**config.mk**
```make
export PLATFORM = sky130hd
export DESIGN_NAME = uart_top
export DESIGN_NICKNAME = d
export VERILOG_FILES = /design/src/hw/uart_pkg.sv /design/src/hw/uart_regs.sv /design/src/hw/uart_rx.sv /design/src/hw/uart_top.sv /design/src/hw/uart_tx.sv
export VERILOG_INCLUDE_DIRS = /design/src /design/src/hw
export SDC_FILE = /design/constraint.sdc
export NUM_CORES = 1
export LEC_CHECK = 0
export BUFFER_PORTS_ARGS = -buffer_cell sky130_fd_sc_hd__buf_2
export CAP_MARGIN = 20
export CORE_MARGIN = 1.5
export CORE_UTILIZATION = 34
export CTS_BUF_LIST = sky130_fd_sc_hd__clkbuf_4 sky130_fd_sc_hd__clkbuf_8
export DETAILED_ROUTE_END_ITERATION = 12
export PLACE_DENSITY = 0.55
export SLEW_MARGIN = 20
export SYNTH_ARGS = -nofsm -noshare
export SYNTH_HDL_FRONTEND = slang
export SYNTH_SLANG_ARGS = --single-unit
```
**constraint.sdc**
```tcl
create_clock -name clk -period 4.35 [get_ports clk]
set_input_delay 0.2175 -clock clk [delete_from_list [all_inputs] [get_ports clk]]
set_output_delay 0.2175 -clock clk [all_outputs]
set_load 0.01 [all_outputs]
```
**src/hw/uart_defs.svh**
```systemverilog
`ifndef UART_DEFS_SVH
`define UART_DEFS_SVH

////////////////////////////////////////////////////////////////////////////
// serial bit timing
////////////////////////////////////////////////////////////////////////////

// clocks per serial bit, small for simulation
`define UART_CLK_DIV 16

// start edge to middle of start bit
`define UART_HALF_DIV (`UART_CLK_DIV / 2)

////////////////////////////////////////////////////////////////////////////
// frame format
////////////////////////////////////////////////////////////////////////////

`define UART_DATA_BITS 8

// line level between frames, also stop bit level
`define UART_IDLE (1'b1)

`endif

```
**src/hw/uart_pkg.sv**
```systemverilog
`default_nettype none

package uart_pkg;

    // data byte on bus and shifter paths
    typedef logic [7:0] uart_byte_t;

    // bit period counter, room for real clock to baud ratios
    typedef logic [12:0] baud_count_t;

    // data bit position within a frame
    typedef logic [2:0] bit_index_t;

    // transmit FSM, 8N2 frame
    typedef enum logic [2:0] {
        tx_idle,
        tx_start_bit,
        tx_data,
        tx_stop1,
        tx_stop2
    } tx_state_t;

    // receive FSM, 8N1 frame
    typedef enum logic [1:0] {
        rx_idle,
        rx_half,
        rx_data,
        rx_stop
    } rx_state_t;

endpackage

`default_nettype wire

```
**src/hw/uart_regs.sv**
```systemverilog
`default_nettype none

module uart_regs (
    input  wire                  clk,
    input  wire                  reset,
    input  wire                  cs,
    input  wire                  rs,
    input  wire                  we,
    input  wire uart_pkg::uart_byte_t din,
    output uart_pkg::uart_byte_t dout,
    input  wire                  tx_busy,
    output logic                 tx_start,
    output uart_pkg::uart_byte_t tx_byte,
    input  wire uart_pkg::uart_byte_t rx_byte,
    input  wire                  rx_done
);

    logic rx_ready;
    logic wr_access;
    logic rd_access;
    logic tx_accept;
    logic data_read;

    uart_pkg::uart_byte_t status;

    ////////////////////////////////////////////////////////////////////////////
    // bus decode
    ////////////////////////////////////////////////////////////////////////////

    // register 0 write is the control register, nothing in it yet
    assign wr_access = cs && we;
    assign rd_access = cs && !we;

    // drop tx data writes while a frame runs or a start is pending
    assign tx_accept = wr_access && rs && !tx_busy && !tx_start;

    // receive data read, clears the ready flag
    assign data_read = rd_access && rs;

    // bit 1 transmitter ready, bit 0 byte received
    assign status = {6'b000000, ~tx_busy, rx_ready};

    ////////////////////////////////////////////////////////////////////////////
    // control state and read data
    ////////////////////////////////////////////////////////////////////////////

    always_ff @(posedge clk or posedge reset) begin
        if (reset) begin
            tx_start <= 1'b0;
            rx_ready <= 1'b0;
            dout     <= '0;
        end else begin
            // single cycle start, follows the accepted write
            tx_start <= tx_accept;

            // new byte wins over a clear in the same cycle
            if (rx_done) begin
                rx_ready <= 1'b1;
            end else if (data_read) begin
                rx_ready <= 1'b0;
            end

            // read data one clock after the access
            if (rd_access) begin
                dout <= rs ? rx_byte : status;
            end
        end
    end

    // transmit holding byte, stable until tx_busy drops
    always_ff @(posedge clk) begin
        if (tx_accept) begin
            tx_byte <= din;
        end
    end

endmodule

`default_nettype wire

```
**src/hw/uart_rx.sv**
```systemverilog
`default_nettype none

`include "uart_defs.svh"

module uart_rx (
    input  wire                   clk,
    input  wire                   reset,
    input  wire                   uart_rx,
    output uart_pkg::uart_byte_t  rx_byte,
    output logic                  rx_done
);

    uart_pkg::rx_state_t   state;
    uart_pkg::baud_count_t baud_cnt;
    uart_pkg::bit_index_t  bit_idx;
    uart_pkg::uart_byte_t  rx_shift;

    logic rx_meta;
    logic rx_sync;
    logic rx_last;
    logic start_edge;
    logic half_end;
    logic bit_end;
    logic last_bit;
    logic sample_bit;
    logic frame_end;

    ////////////////////////////////////////////////////////////////////////////
    // input synchronizer and start edge
    ////////////////////////////////////////////////////////////////////////////

    // two flops into the clock domain, third one for edge detect
    always_ff @(posedge clk or posedge reset) begin
        if (reset) begin
            rx_meta <= `UART_IDLE;
            rx_sync <= `UART_IDLE;
            rx_last <= `UART_IDLE;
        end else begin
            rx_meta <= uart_rx;
            rx_sync <= rx_meta;
            rx_last <= rx_sync;
        end
    end

    // idle to start level
    assign start_edge = (rx_last == `UART_IDLE) && (rx_sync != `UART_IDLE);

    assign half_end   = (baud_cnt == uart_pkg::baud_count_t'(`UART_HALF_DIV - 1));
    assign bit_end    = (baud_cnt == uart_pkg::baud_count_t'(`UART_CLK_DIV - 1));
    assign last_bit   = (bit_idx == uart_pkg::bit_index_t'(`UART_DATA_BITS - 1));
    assign sample_bit = (state == uart_pkg::rx_data) && bit_end;
    assign frame_end  = (state == uart_pkg::rx_stop) && bit_end;

    ////////////////////////////////////////////////////////////////////////////
    // frame FSM
    ////////////////////////////////////////////////////////////////////////////

    always_ff @(posedge clk or posedge reset) begin
        if (reset) begin
            state    <= uart_pkg::rx_idle;
            baud_cnt <= '0;
            bit_idx  <= '0;
            rx_done  <= 1'b0;
        end else begin
            rx_done <= 1'b0;
            case (state)
                uart_pkg::rx_idle: begin
                    baud_cnt <= '0;
                    bit_idx  <= '0;
                    if (start_edge) begin
                        state <= uart_pkg::rx_half;
                    end
                end
                uart_pkg::rx_half: begin
                    // middle of start bit, from here on whole bit steps
                    if (half_end) begin
                        baud_cnt <= '0;
                        state    <= uart_pkg::rx_data;
                    end else begin
                        baud_cnt <= baud_cnt + 1'b1;
                    end
                end
                uart_pkg::rx_data: begin
                    if (bit_end) begin
                        baud_cnt <= '0;
                        if (last_bit) begin
                            state <= uart_pkg::rx_stop;
                        end else begin
                            bit_idx <= bit_idx + 1'b1;
                        end
                    end else begin
                        baud_cnt <= baud_cnt + 1'b1;
                    end
                end
                uart_pkg::rx_stop: begin
                    // stop bit level not checked
                    if (bit_end) begin
                        rx_done <= 1'b1;
                        state   <= uart_pkg::rx_idle;
                    end else begin
                        baud_cnt <= baud_cnt + 1'b1;
                    end
                end
                default: state <= uart_pkg::rx_idle;
            endcase
        end
    end

    // data path, lsb arrives first so shift right
    always_ff @(posedge clk) begin
        if (sample_bit) begin
            rx_shift <= {rx_sync, rx_shift[7:1]};
        end
        // output byte only changes at frame end
        if (frame_end) begin
            rx_byte <= rx_shift;
        end
    end

endmodule

`default_nettype wire

```
**src/hw/uart_top.sv**
```systemverilog
`default_nettype none

module uart_top (
    input  wire                  clk,
    input  wire                  reset,
    input  wire                  cs,
    input  wire                  rs,
    input  wire                  we,
    input  wire uart_pkg::uart_byte_t din,
    output uart_pkg::uart_byte_t dout,
    input  wire                  uart_rx,
    output wire                  uart_tx,
    output wire                  tx_busy
);

    // regs to transmitter
    wire                       tx_start;
    wire uart_pkg::uart_byte_t tx_byte;

    // receiver to regs
    wire uart_pkg::uart_byte_t rx_byte;
    wire                       rx_done;

    ////////////////////////////////////////////////////////////////////////////
    // cpu side registers
    ////////////////////////////////////////////////////////////////////////////

    uart_regs u_regs (
        .clk      (clk),
        .reset    (reset),
        .cs       (cs),
        .rs       (rs),
        .we       (we),
        .din      (din),
        .dout     (dout),
        .tx_busy  (tx_busy),
        .tx_start (tx_start),
        .tx_byte  (tx_byte),
        .rx_byte  (rx_byte),
        .rx_done  (rx_done)
    );

    ////////////////////////////////////////////////////////////////////////////
    // transceiver halves
    ////////////////////////////////////////////////////////////////////////////

    uart_tx u_tx (
        .clk      (clk),
        .reset    (reset),
        .tx_start (tx_start),
        .tx_byte  (tx_byte),
        .uart_tx  (uart_tx),
        .tx_busy  (tx_busy)
    );

    // serial input straight from the pin, synchronized inside
    uart_rx u_rx (
        .clk      (clk),
        .reset    (reset),
        .uart_rx  (uart_rx),
        .rx_byte  (rx_byte),
        .rx_done  (rx_done)
    );

endmodule

`default_nettype wire

```
**src/hw/uart_tx.sv**
```systemverilog
`default_nettype none

`include "uart_defs.svh"

module uart_tx (
    input  wire                  clk,
    input  wire                  reset,
    input  wire                  tx_start,
    input  wire uart_pkg::uart_byte_t tx_byte,
    output logic                 uart_tx,
    output logic                 tx_busy
);

    uart_pkg::tx_state_t   state;
    uart_pkg::baud_count_t baud_cnt;
    uart_pkg::bit_index_t  bit_idx;
    uart_pkg::bit_index_t  next_idx;

    logic bit_end;
    logic last_bit;

    // last clock of the current bit period
    assign bit_end  = (baud_cnt == uart_pkg::baud_count_t'(`UART_CLK_DIV - 1));
    assign last_bit = (bit_idx == uart_pkg::bit_index_t'(`UART_DATA_BITS - 1));
    assign next_idx = bit_idx + 1'b1;

    ////////////////////////////////////////////////////////////////////////////
    // frame sequencer
    ////////////////////////////////////////////////////////////////////////////

    always_ff @(posedge clk or posedge reset) begin
        if (reset) begin
            state    <= uart_pkg::tx_idle;
            baud_cnt <= '0;
            bit_idx  <= '0;
            uart_tx  <= `UART_IDLE;
            tx_busy  <= 1'b0;
        end else begin
            // free running within a frame, wraps each bit
            if (state != uart_pkg::tx_idle) begin
                baud_cnt <= bit_end ? '0 : baud_cnt + 1'b1;
            end

            case (state)
                uart_pkg::tx_idle: begin
                    baud_cnt <= '0;
                    // start pulse only seen here, so ignored while busy
                    if (tx_start) begin
                        state   <= uart_pkg::tx_start_bit;
                        uart_tx <= ~(`UART_IDLE);
                        tx_busy <= 1'b1;
                    end
                end
                uart_pkg::tx_start_bit: begin
                    if (bit_end) begin
                        state   <= uart_pkg::tx_data;
                        bit_idx <= '0;
                        // lsb first
                        uart_tx <= tx_byte[0];
                    end
                end
                uart_pkg::tx_data: begin
                    if (bit_end) begin
                        if (last_bit) begin
                            state   <= uart_pkg::tx_stop1;
                            uart_tx <= `UART_IDLE;
                        end else begin
                            bit_idx <= next_idx;
                            uart_tx <= tx_byte[next_idx];
                        end
                    end
                end
                uart_pkg::tx_stop1: begin
                    // line already at stop level
                    if (bit_end) begin
                        state <= uart_pkg::tx_stop2;
                    end
                end
                uart_pkg::tx_stop2: begin
                    if (bit_end) begin
                        state   <= uart_pkg::tx_idle;
                        tx_busy <= 1'b0;
                    end
                end
                default: begin
                    state   <= uart_pkg::tx_idle;
                    uart_tx <= `UART_IDLE;
                    tx_busy <= 1'b0;
                end
            endcase
        end
    end

endmodule

`default_nettype wire

```
==> run_results.csv, run 1 <==
group,metric,value,unit
routing,drt-pass1-iter-count,6,
layout,diodes,0,
timing,hold_violations,0,
floorplan,io_pins,24,
yosys,synth_cell_types,40,
clocking,root_buffer,"clkbuf_8",
timing,hold-worst-slack,0.0382,ns
power_and_ir_drop,comb_power_share,0.225,
power_and_ir_drop,power.density,473,mW/mm^2
power_and_ir_drop,seqPwrFrac,0.483,
power_and_ir_drop,power.total,1850,uW
critical_path,crit_type,"reg2reg",
timing,setup-tns-final,0,ns
timing,setup_viol,0,
clocking,clkSinkCount,77,
timing,worst_pin_slew,0.669,ns
yosys,ys_warn_count,0,
clocking,cts_tree,"done",
clocking,cts_resized,0,
routing,drcViolationCount,0,
clocking,postCtsSetupBuffers,0,
power_and_ir_drop,p_leak,0.00170,uW
timing,fin_skew,0.00702,ns
min_path,hold_path_class,"in2async",
layout,nets,351,
routing,wl_per_cell,12.4,microns
critical_path,critPathCaptureType,"flop",
critical_path,reg2reg_slack,2.24,ns
status,status,"complete, no violations",
critical_path,cp.arrival,2.32,ns
grt,busiest_layer,"met2",
grt,grt_overflow,0,
timing,rsz0062_at_grt,"false",
grt,antenna_found_initial,0,
routing,avgViaCountPerCell,4.69,
yosys,yosys.area.top_type,"dfrtp_1",
floorplan,dieWidth,103,microns
clocking,cts_htree_levels,3,
routing,drtIter0Drc,51,
floorplan,rows,36,
critical_path,r2r_end,"u_rx.baud_cnt[5]",
critical_path,crit_fanout,9,
job,maxCapViolCount,0,
timing,maxSlewViolCount,0,
grt,grt_max_degree,54,
grt,grt_pass1_vias,2112,
power_and_ir_drop,peakVddDrop,0.219,mV
layout,drive_gt1_frac,0.172,
critical_path,reg2reg_from,"u_rx.state[0]",
yosys,syn-mean-instance-area,11.5,sq um
placement,place_congestion,0.749,
placement,dp_hpwl,3930,microns
yosys,syn_area,0.00343,sq mm
grt,grt_util_met2,0.190,
placement,io_buffers,23,
routing,routed_wl,5770,microns
timing,slew_headroom,0.554,
yosys,seq_area_frac_synth,0.598,
yosys,netlist_instances,298,
layout,final_common_cell,"dfrtp_1",
clocking,cts.clk_slew.worst_paths,0.08,ns
floorplan,core-area,0.00977,sq mm
timing,clock.fmax,0.475,GHz
power_and_ir_drop,switching_share,0.312,
floorplan,die_h,103,microns
critical_path,cp-start-kind,"flop",
grt,grt_util_met1,0.152,
routing,drtAntennaViolNets,0,
timing,timing.final.crit_share,0.484,
power_and_ir_drop,switching_power,577,uW
critical_path,worst_ep_required_time,4.56,ns
placement,dp_worst_setup_slack,2.24,ns
grt,grt_pass1_wl,9820,microns
floorplan,initial_core_util,0.351,
grt,grtUsageTotal,0.122,
floorplan,die_area,0.0107,sq mm
yosys,syn_nets,322,
layout,final_cell_mix,"dfrtp_1 (49), nor2_1 (42), nand2_1 (25), edfxtp_1 (24), buf_2 (23)",
clocking,clock_path_buffers,2,
clocking,clock_latency,0.35,ns
timing,min_period,2.11,ns
layout,area_growth,14.0,%
yosys,ys_ff_latch,77,
power_and_ir_drop,internal_power,1270,uW
clocking,cts-buffers-inserted,9,
power_and_ir_drop,p_clk_frac,0.292,
critical_path,r2r_cells,6,
yosys,synth_area_leaders,"dfrtp_1 (36%), edfxtp_1 (21%), nor2_1 (4.6%)",
yosys,synth_top_area_share,0.357,
timing,fin_ws,2.24,ns
routing,vias,2181,
grt,grtUsageMet3,0.0511,
## power groups by stage
stage / registers, uW / clock network, uW / logic, uW
2_1_floorplan: 887 / 0 / 329
3_3_place_gp: 906 / 0 / 413
3_5_place_dp: 908 / 0 / 420
4_1_cts: 894 / 566 / 424
5_1_grt: 907 / 587 / 479
6_report: 894 / 540 / 416
## timing repair
item                                    CTS  global route
hold endpoints to repair                  1             0
hold buffers                              1             0
endpoints found under the setup margin    0             0
## worst max path at each step
stage / from / depth (start not counted) / endpoint / slack (ns)
after global routing: u_rx.baud_cnt[7] / 5 / u_rx.baud_cnt[5] / 2.00
after CTS: u_rx.state[0] / 6 / u_rx.baud_cnt[5] / 2.22
after global placement: u_rx.state[0] / 6 / u_rx.baud_cnt[5] / 2.29
final: u_rx.state[0] / 6 / u_rx.baud_cnt[5] / 2.24
after detailed placement: u_rx.state[0] / 6 / u_rx.baud_cnt[5] / 2.24
after floorplan: u_rx.state[0] / 7 / u_rx.state[1] / 2.38
## synth_stat cells
master / n
dfrtp_1: 49
nor2_1: 42
nand2_1: 25
edfxtp_1: 24
nand3_1: 15
o21ai_0: 15
xnor2_1: 14
inv_1: 11
ha_1: 10
nor3_1: 10
xor2_1: 10
clkbuf_1: 9
and3_1: 7
nand4_1: 6
a22o_1: 4
dfstp_2: 4
mux2_2: 4
nand2b_1: 4
a21oi_1: 3
mux2i_1: 3
a211oi_1: 2
a21o_1: 2
a22oi_1: 2
and2_1: 2
and4_1: 2
mux4_2: 2
nor2b_1: 2
nor4_1: 2
o31ai_1: 2
a21boi_0: 1
a221oi_1: 1
and4b_1: 1
mux2_4: 1
nand3_2: 1
nand4b_4: 1
nor4_4: 1
o2bb2ai_1: 1
o32a_1: 1
or2_2: 1
or3_1: 1
## registers in the layout, indices dropped and copies added, names as in the netlist, 2 cells and up
register        flops
u_tx.state          3
u_regs.dout         8
u_tx.baud_cnt      13
u_rx.baud_cnt      13
u_rx.rx_shift       8
u_rx.rx_byte        8
u_rx.state          2
u_regs.tx_byte      8
u_rx.bit_idx        3
u_tx.bit_idx        3
## layer usage
metal | wire length [microns] | vias up
met4 | 57 | 0
met3 | 229 | 4
met5 | 0 | -
met1 | 2800 | 1042
li1 | - | 1109
met2 | 2680 | 26
## worst max-delay path, cell delays in order (launching register included)
cell and delay [ns]:
dfrtp_1 0.37, inv_1 0.08, ha_1 0.29, mux2_2 0.29
o32a_1 0.33, o2bb2ai_1 0.48, nor2_1 0.12
## final cells by class
type	count	area (sq um)
fill	946	5860
sequential	77	2050
multi-input combinational	201	1310
tap	133	166
timing repair buffer	27	148
clock buffer	11	139
clock inverter	5	60.1
inverter	11	41.3
## logic make-up after synthesis
kind of cell,share of synthesized area
AND/OR/NAND/NOR,0.179
flip-flops,0.598
AO/OA/AOI/OAI,0.0641
XOR/XNOR,0.0612
buffers and inverters,0.0219
multiplexers,0.0394
adder cells (fa/ha/maj),0.0364
## through the flow
stage	instances	area (sq um)	utilization
after floorplan	298	3430	-
after global placement	448	3700	0.379
after detailed placement	448	3700	0.379
after CTS	465	3910	0.400
after global routing	465	3910	0.400
final	465	3910	0.400
Power figures use the tool's default switching activity.
==> run 2, diff against run 1 <==
- PLACE_DENSITY: 0.55 -> 0.57
- clock period: 4.35 -> 1.8 ns (I/O delays scaled with it)
==> run_results.csv, run 2 (same netlist as run 1, synthesis figures left out) <==
group,metric,value,unit
status,status,"complete, but fails checks",
status,violations,"negative setup slack",
critical_path,worstPathCellList,"inv_2, ha_2, mux2_2, o32a_1, nand4b_4, mux2_4",
timing,setup_viol,9,
timing,setup-tns-final,-0.111,ns
layout,nets,397,
critical_path,critPathCaptureType,"flop",
grt,grt_overflow,0,
layout,drive_gt1_frac,0.286,
placement,place_congestion,0.775,
power_and_ir_drop,peakVddDrop,0.591,mV
power_and_ir_drop,power.density,1080,mW/mm^2
clocking,root_buffer,"clkbuf_8",
timing,clock.fmax,0.537,GHz
timing,fin_ws,-0.0619,ns
critical_path,crit_type,"reg2reg",
floorplan,die_area,0.0107,sq mm
timing,rsz0062_at_grt,"true",
power_and_ir_drop,p_leak,0.00193,uW
grt,antenna_found_initial,0,
timing,worst_pin_slew,0.563,ns
critical_path,cpPeakStageDelay,0.40,ns
layout,fillers,933,
floorplan,rows,36,
layout,postLayoutCoreUtil,0.448,
timing,slew_headroom,0.625,
job,maxCapViolCount,0,
routing,drtAntennaViolNets,0,
timing,fin_skew,0.00642,ns
floorplan,initial_core_util,0.351,
floorplan,core-area,0.00977,sq mm
floorplan,die_h,103,microns
power_and_ir_drop,power.total,4720,uW
layout,area_growth,27.4,%
layout,fin_cells,511,
placement,post-place-cells,481,
routing,wl_per_cell,12.2,microns
routing,vias,2373,
clocking,clkSinkCount,77,
layout,final_common_cell,"dfrtp_1",
layout,final_cell_mix,"dfrtp_1 (49), nor2_1 (42), buf_4 (36), nand2_1 (25), edfxtp_1 (24)",
critical_path,crit_slowest_cell,"dfrtp_1",
layout,diodes,0,
placement,dp_hpwl,4370,microns
routing,avgViaCountPerCell,4.64,
critical_path,crit_fanout,4,
clocking,cts-buffers-inserted,9,
layout,top_regs,"u_rx.baud_cnt: 13 flops, u_tx.baud_cnt: 13 flops",
min_path,hold_path_class,"in2reg",
timing,min_period,1.86,ns
floorplan,dieWidth,103,microns
routing,drtIter0Drc,83,
clocking,cts_htree_levels,3,
timing,hold_violations,0,
timing,maxSlewViolCount,0,
routing,drcViolationCount,0,
grt,grt_pass1_vias,2324,
routing,drt-pass1-iter-count,4,
grt,grt_max_degree,33,
critical_path,worst_ep_required_time,2.02,ns
clocking,cts_tree,"done",
clocking,clock_path_buffers,2,
placement,io_buffers,23,
floorplan,io_pins,24,
timing,timing.final.crit_share,1.03,
clocking,cts.clk_slew.worst_paths,0.08,ns
routing,routed_wl,6250,microns
clocking,clock_latency,0.34,ns
critical_path,cp.arrival,2.09,ns
grt,grt_pass1_wl,10500,microns
grt,grtUsageTotal,0.126,
critical_path,cp-start-kind,"flop",
run 2: cell type report:
class / count / area [sq um] / area share
tap: 133 / 166 / 0.0380
inverter: 11 / 41.3 / 0.00944
timing repair buffer: 73 / 566 / 0.129
clock inverter: 7 / 65.1 / 0.0149
clock buffer: 9 / 124 / 0.0283
sequential: 77 / 2050 / 0.469
multi-input combinational: 201 / 1360 / 0.311
run 2: where the power goes:
part,switching (uW),internal (uW)
registers,182,1980
logic,664,652
clock network,613,633
run 2: through the flow:
stage | setup WS, ns | cell area (sq um) | hold WS, ns
after floorplan | -0.139 | 3460 | 0.0945
after global placement | -0.0795 | 4000 | 0.157
after detailed placement | -0.0936 | 4000 | 0.161
after CTS | -0.0719 | 4310 | 0.0657
after global routing | -0.147 | 4380 | 0.0838
final | -0.0619 | 4380 | 0.0827
run 2: path summary, 6_finish.rpt:
kind	start	endpoint	slack (ns)	depth (start not counted)
hold reg to reg	u_rx.rx_meta	u_rx.rx_sync	0.36	0
setup / recovery	u_rx.state[0]	u_rx.state[1]	-0.06	6
hold / removal	rs	u_regs.dout[5]	0.08	3
setup reg to reg	u_rx.state[0]	u_rx.state[1]	-0.06	6
max in group asynchronous	reset	u_tx.uart_tx	0.89	4
min in group asynchronous	reset	u_rx.baud_cnt[12]	0.32	3
run 2: layer usage:
| metal | GRT usage | wire [microns] | up-vias |
|---|---|---|---|
| met5 | 0 | 0 | - |
| met4 | 0.0249 | 46 | 0 |
| met3 | 0.0423 | 192 | 6 |
| met2 | 0.208 | 2930 | 31 |
| met1 | 0.162 | 3080 | 1147 |
| li1 | - | - | 1189 |
run 2: critical path, delay by kind of cell, from the launching register on:
family | cells | cell delay, ns
adder cells (fa/ha/maj) | 1 | 0.18
AND/OR/NAND/NOR | 1 | 0.19
AO/OA/AOI/OAI | 1 | 0.37
flip-flops | 1 | 0.40
multiplexers | 2 | 0.57
buffers and inverters | 1 | 0.05
run 2: repair_timing:
item                       4_1_cts  5_1_grt
buffers inserted                 1        3
pin swaps                        3        3
gates cloned                     0        1
hold endpoints to repair        27        0
gates resized for setup          7        8
hold buffers                    10        0
setup endpoints to repair       14       33
==> run 3, diff against run 2 <==
- CTS_BUF_LIST: sky130_fd_sc_hd__clkbuf_4 sky130_fd_sc_hd__clkbuf_8 -> sky130_fd_sc_hd__clkbuf_16
==> run_results.csv, run 3 (same netlist as run 1, synthesis figures left out) <==
group,metric,value,unit
layout,final_common_cell,"dfrtp_1",
floorplan,die_h,103,microns
critical_path,worst_ep_required_time,2.00,ns
floorplan,rows,36,
placement,io_buffers,23,
routing,avgViaCountPerCell,4.64,
timing,fin_ws,-0.0718,ns
routing,met2WireLength,2990,microns
routing,wl_met1,3110,microns
layout,nets,396,
timing,min_period,1.87,ns
power_and_ir_drop,peakVddDrop,0.811,mV
grt,grt_pass1_vias,2353,
routing,drtAntennaViolNets,0,
clocking,root_buffer,"clkbuf_16",
routing,dr_wl_met3,191,microns
floorplan,die_area,0.0107,sq mm
min_path,hold_path_class,"in2reg",
placement,place_congestion,0.775,
grt,grt_max_degree,33,
grt,grtUsageTotal,0.129,
timing,hold-worst-slack,0.0950,ns
clocking,clkSinkCount,77,
timing,fin_skew,0.00545,ns
clocking,cts-buffers-inserted,9,
critical_path,crit_fanout,4,
placement,dp_hpwl,4370,microns
placement,dp_worst_setup_slack,-0.0936,ns
power_and_ir_drop,p_leak,0.00197,uW
routing,vias,2368,
timing,timing.final.crit_share,1.04,
status,violations,"negative setup slack",
routing,drtIter0Drc,105,
timing,worst_pin_slew,0.555,ns
layout,top_regs,"u_rx.baud_cnt: 13 flops, u_tx.baud_cnt: 13 flops",
grt,grt_overflow,0,
timing,maxSlewViolCount,0,
critical_path,cp-start-kind,"flop",
critical_path,critPathCaptureType,"flop",
floorplan,initial_core_util,0.351,
layout,drive_gt1_frac,0.286,
placement,dpl-instance-area,0.00400,sq mm
clocking,clock_path_buffers,2,
routing,routed_wl,6320,microns
grt,grt_pass1_wl,10700,microns
layout,area_growth,30.8,%
power_and_ir_drop,power.density,1170,mW/mm^2
routing,drcViolationCount,0,
critical_path,crit_type,"reg2reg",
floorplan,dieWidth,103,microns
critical_path,cp.arrival,2.08,ns
timing,slew_headroom,0.630,
layout,final_cell_mix,"dfrtp_1 (49), nor2_1 (42), buf_4 (34), nand2_1 (25), edfxtp_1 (24)",
job,maxCapViolCount,0,
routing,wl_per_cell,12.4,microns
grt,antenna_found_initial,0,
routing,drt-pass1-iter-count,4,
timing,setup_viol,3,
clocking,clock_latency,0.33,ns
timing,setup-tns-final,-0.105,ns
timing,hold_violations,0,
clocking,cts_tree,"done",
timing,rsz0062_at_grt,"true",
floorplan,core-area,0.00977,sq mm
clocking,cts.clk_slew.worst_paths,0.06,ns
layout,diodes,0,
routing,top_layer,"met4",
timing,clock.fmax,0.534,GHz
layout,fin_area,0.00449,sq mm
floorplan,io_pins,24,
status,status,"complete, but fails checks",
clocking,cts_htree_levels,3,
-- run 3: cell count changes in the layout (fill, tap and decap cells not counted) --
cell / before / now
clkbuf_16: 1 / 10
o2bb2ai_1: 1 / 0
buf_4: 36 / 34
buf_6: 0 / 1
clkbuf_8: 9 / 0
ha_4: 1 / 2
o2bb2ai_2: 0 / 1
ha_2: 4 / 3
-- run 3: cell type report --
cell class / count / area, sq um
flip-flops and latches: 77 / 2050
clock buffers: 9 / 225
clock inverters: 7 / 65.1
repair buffers: 72 / 562
well taps: 133 / 166
multi-input cells: 201 / 1380
fillers: 917 / 5290
inverters: 11 / 41.3
-- run 3: final timing paths --
check,startpoint,end,slack (ns),cells after the start
hold reg to reg,u_rx.rx_meta,u_rx.rx_sync,0.35,0
setup reg to reg,u_rx.state[0],u_rx.state[1],-0.07,6
hold / removal,rs,u_regs.dout[5],0.1,3
max in group asynchronous,reset,u_tx.uart_tx,0.87,4
setup / recovery,u_rx.state[0],u_rx.state[1],-0.07,6
min in group asynchronous,reset,u_rx.baud_cnt[12],0.34,3
-- run 3: worst max-delay path, cell delays in order, from the launching register on --
cell,delay (ns)
dfrtp_1,0.39
inv_2,0.05
ha_2,0.17
mux2_2,0.26
o32a_1,0.38
nand4b_4,0.19
mux2_4,0.31
-- run 3: what timing repair did --
item	4_1_cts	5_1_grt
endpoints found under the setup margin	14	34
pin swaps	3	4
gates cloned	0	1
buffers inserted	1	2
hold buffers	10	0
gates resized for setup	7	11
hold endpoints to repair	27	0
-- run 3: power breakdown --
| group | switching (uW) | leakage, uW | internal [uW] | total (uW) |
|---|---|---|---|---|
| clock network | 675 | 0.000143 | 1060 | 1740 |
| logic | 674 | 0.000913 | 665 | 1340 |
| registers | 191 | 0.000915 | 1980 | 2170 |
| total | 1540 | 0.00197 | 3710 | 5250 |
-- run 3: per-layer routing --
layer,up-vias,global-route usage
met5,-,0
met4,0,0.0374
met3,4,0.0403
met2,34,0.212
met1,1142,0.164
li1,1188,-
-- run 3: metrics by stage --
step,utilization,instances,total power (uW)
floorplan,-,298,2950
global placement,0.409,481,3430
detailed placement,0.409,481,3460
CTS,0.451,508,5270
global route,0.459,510,5600
finish,0.459,510,5250
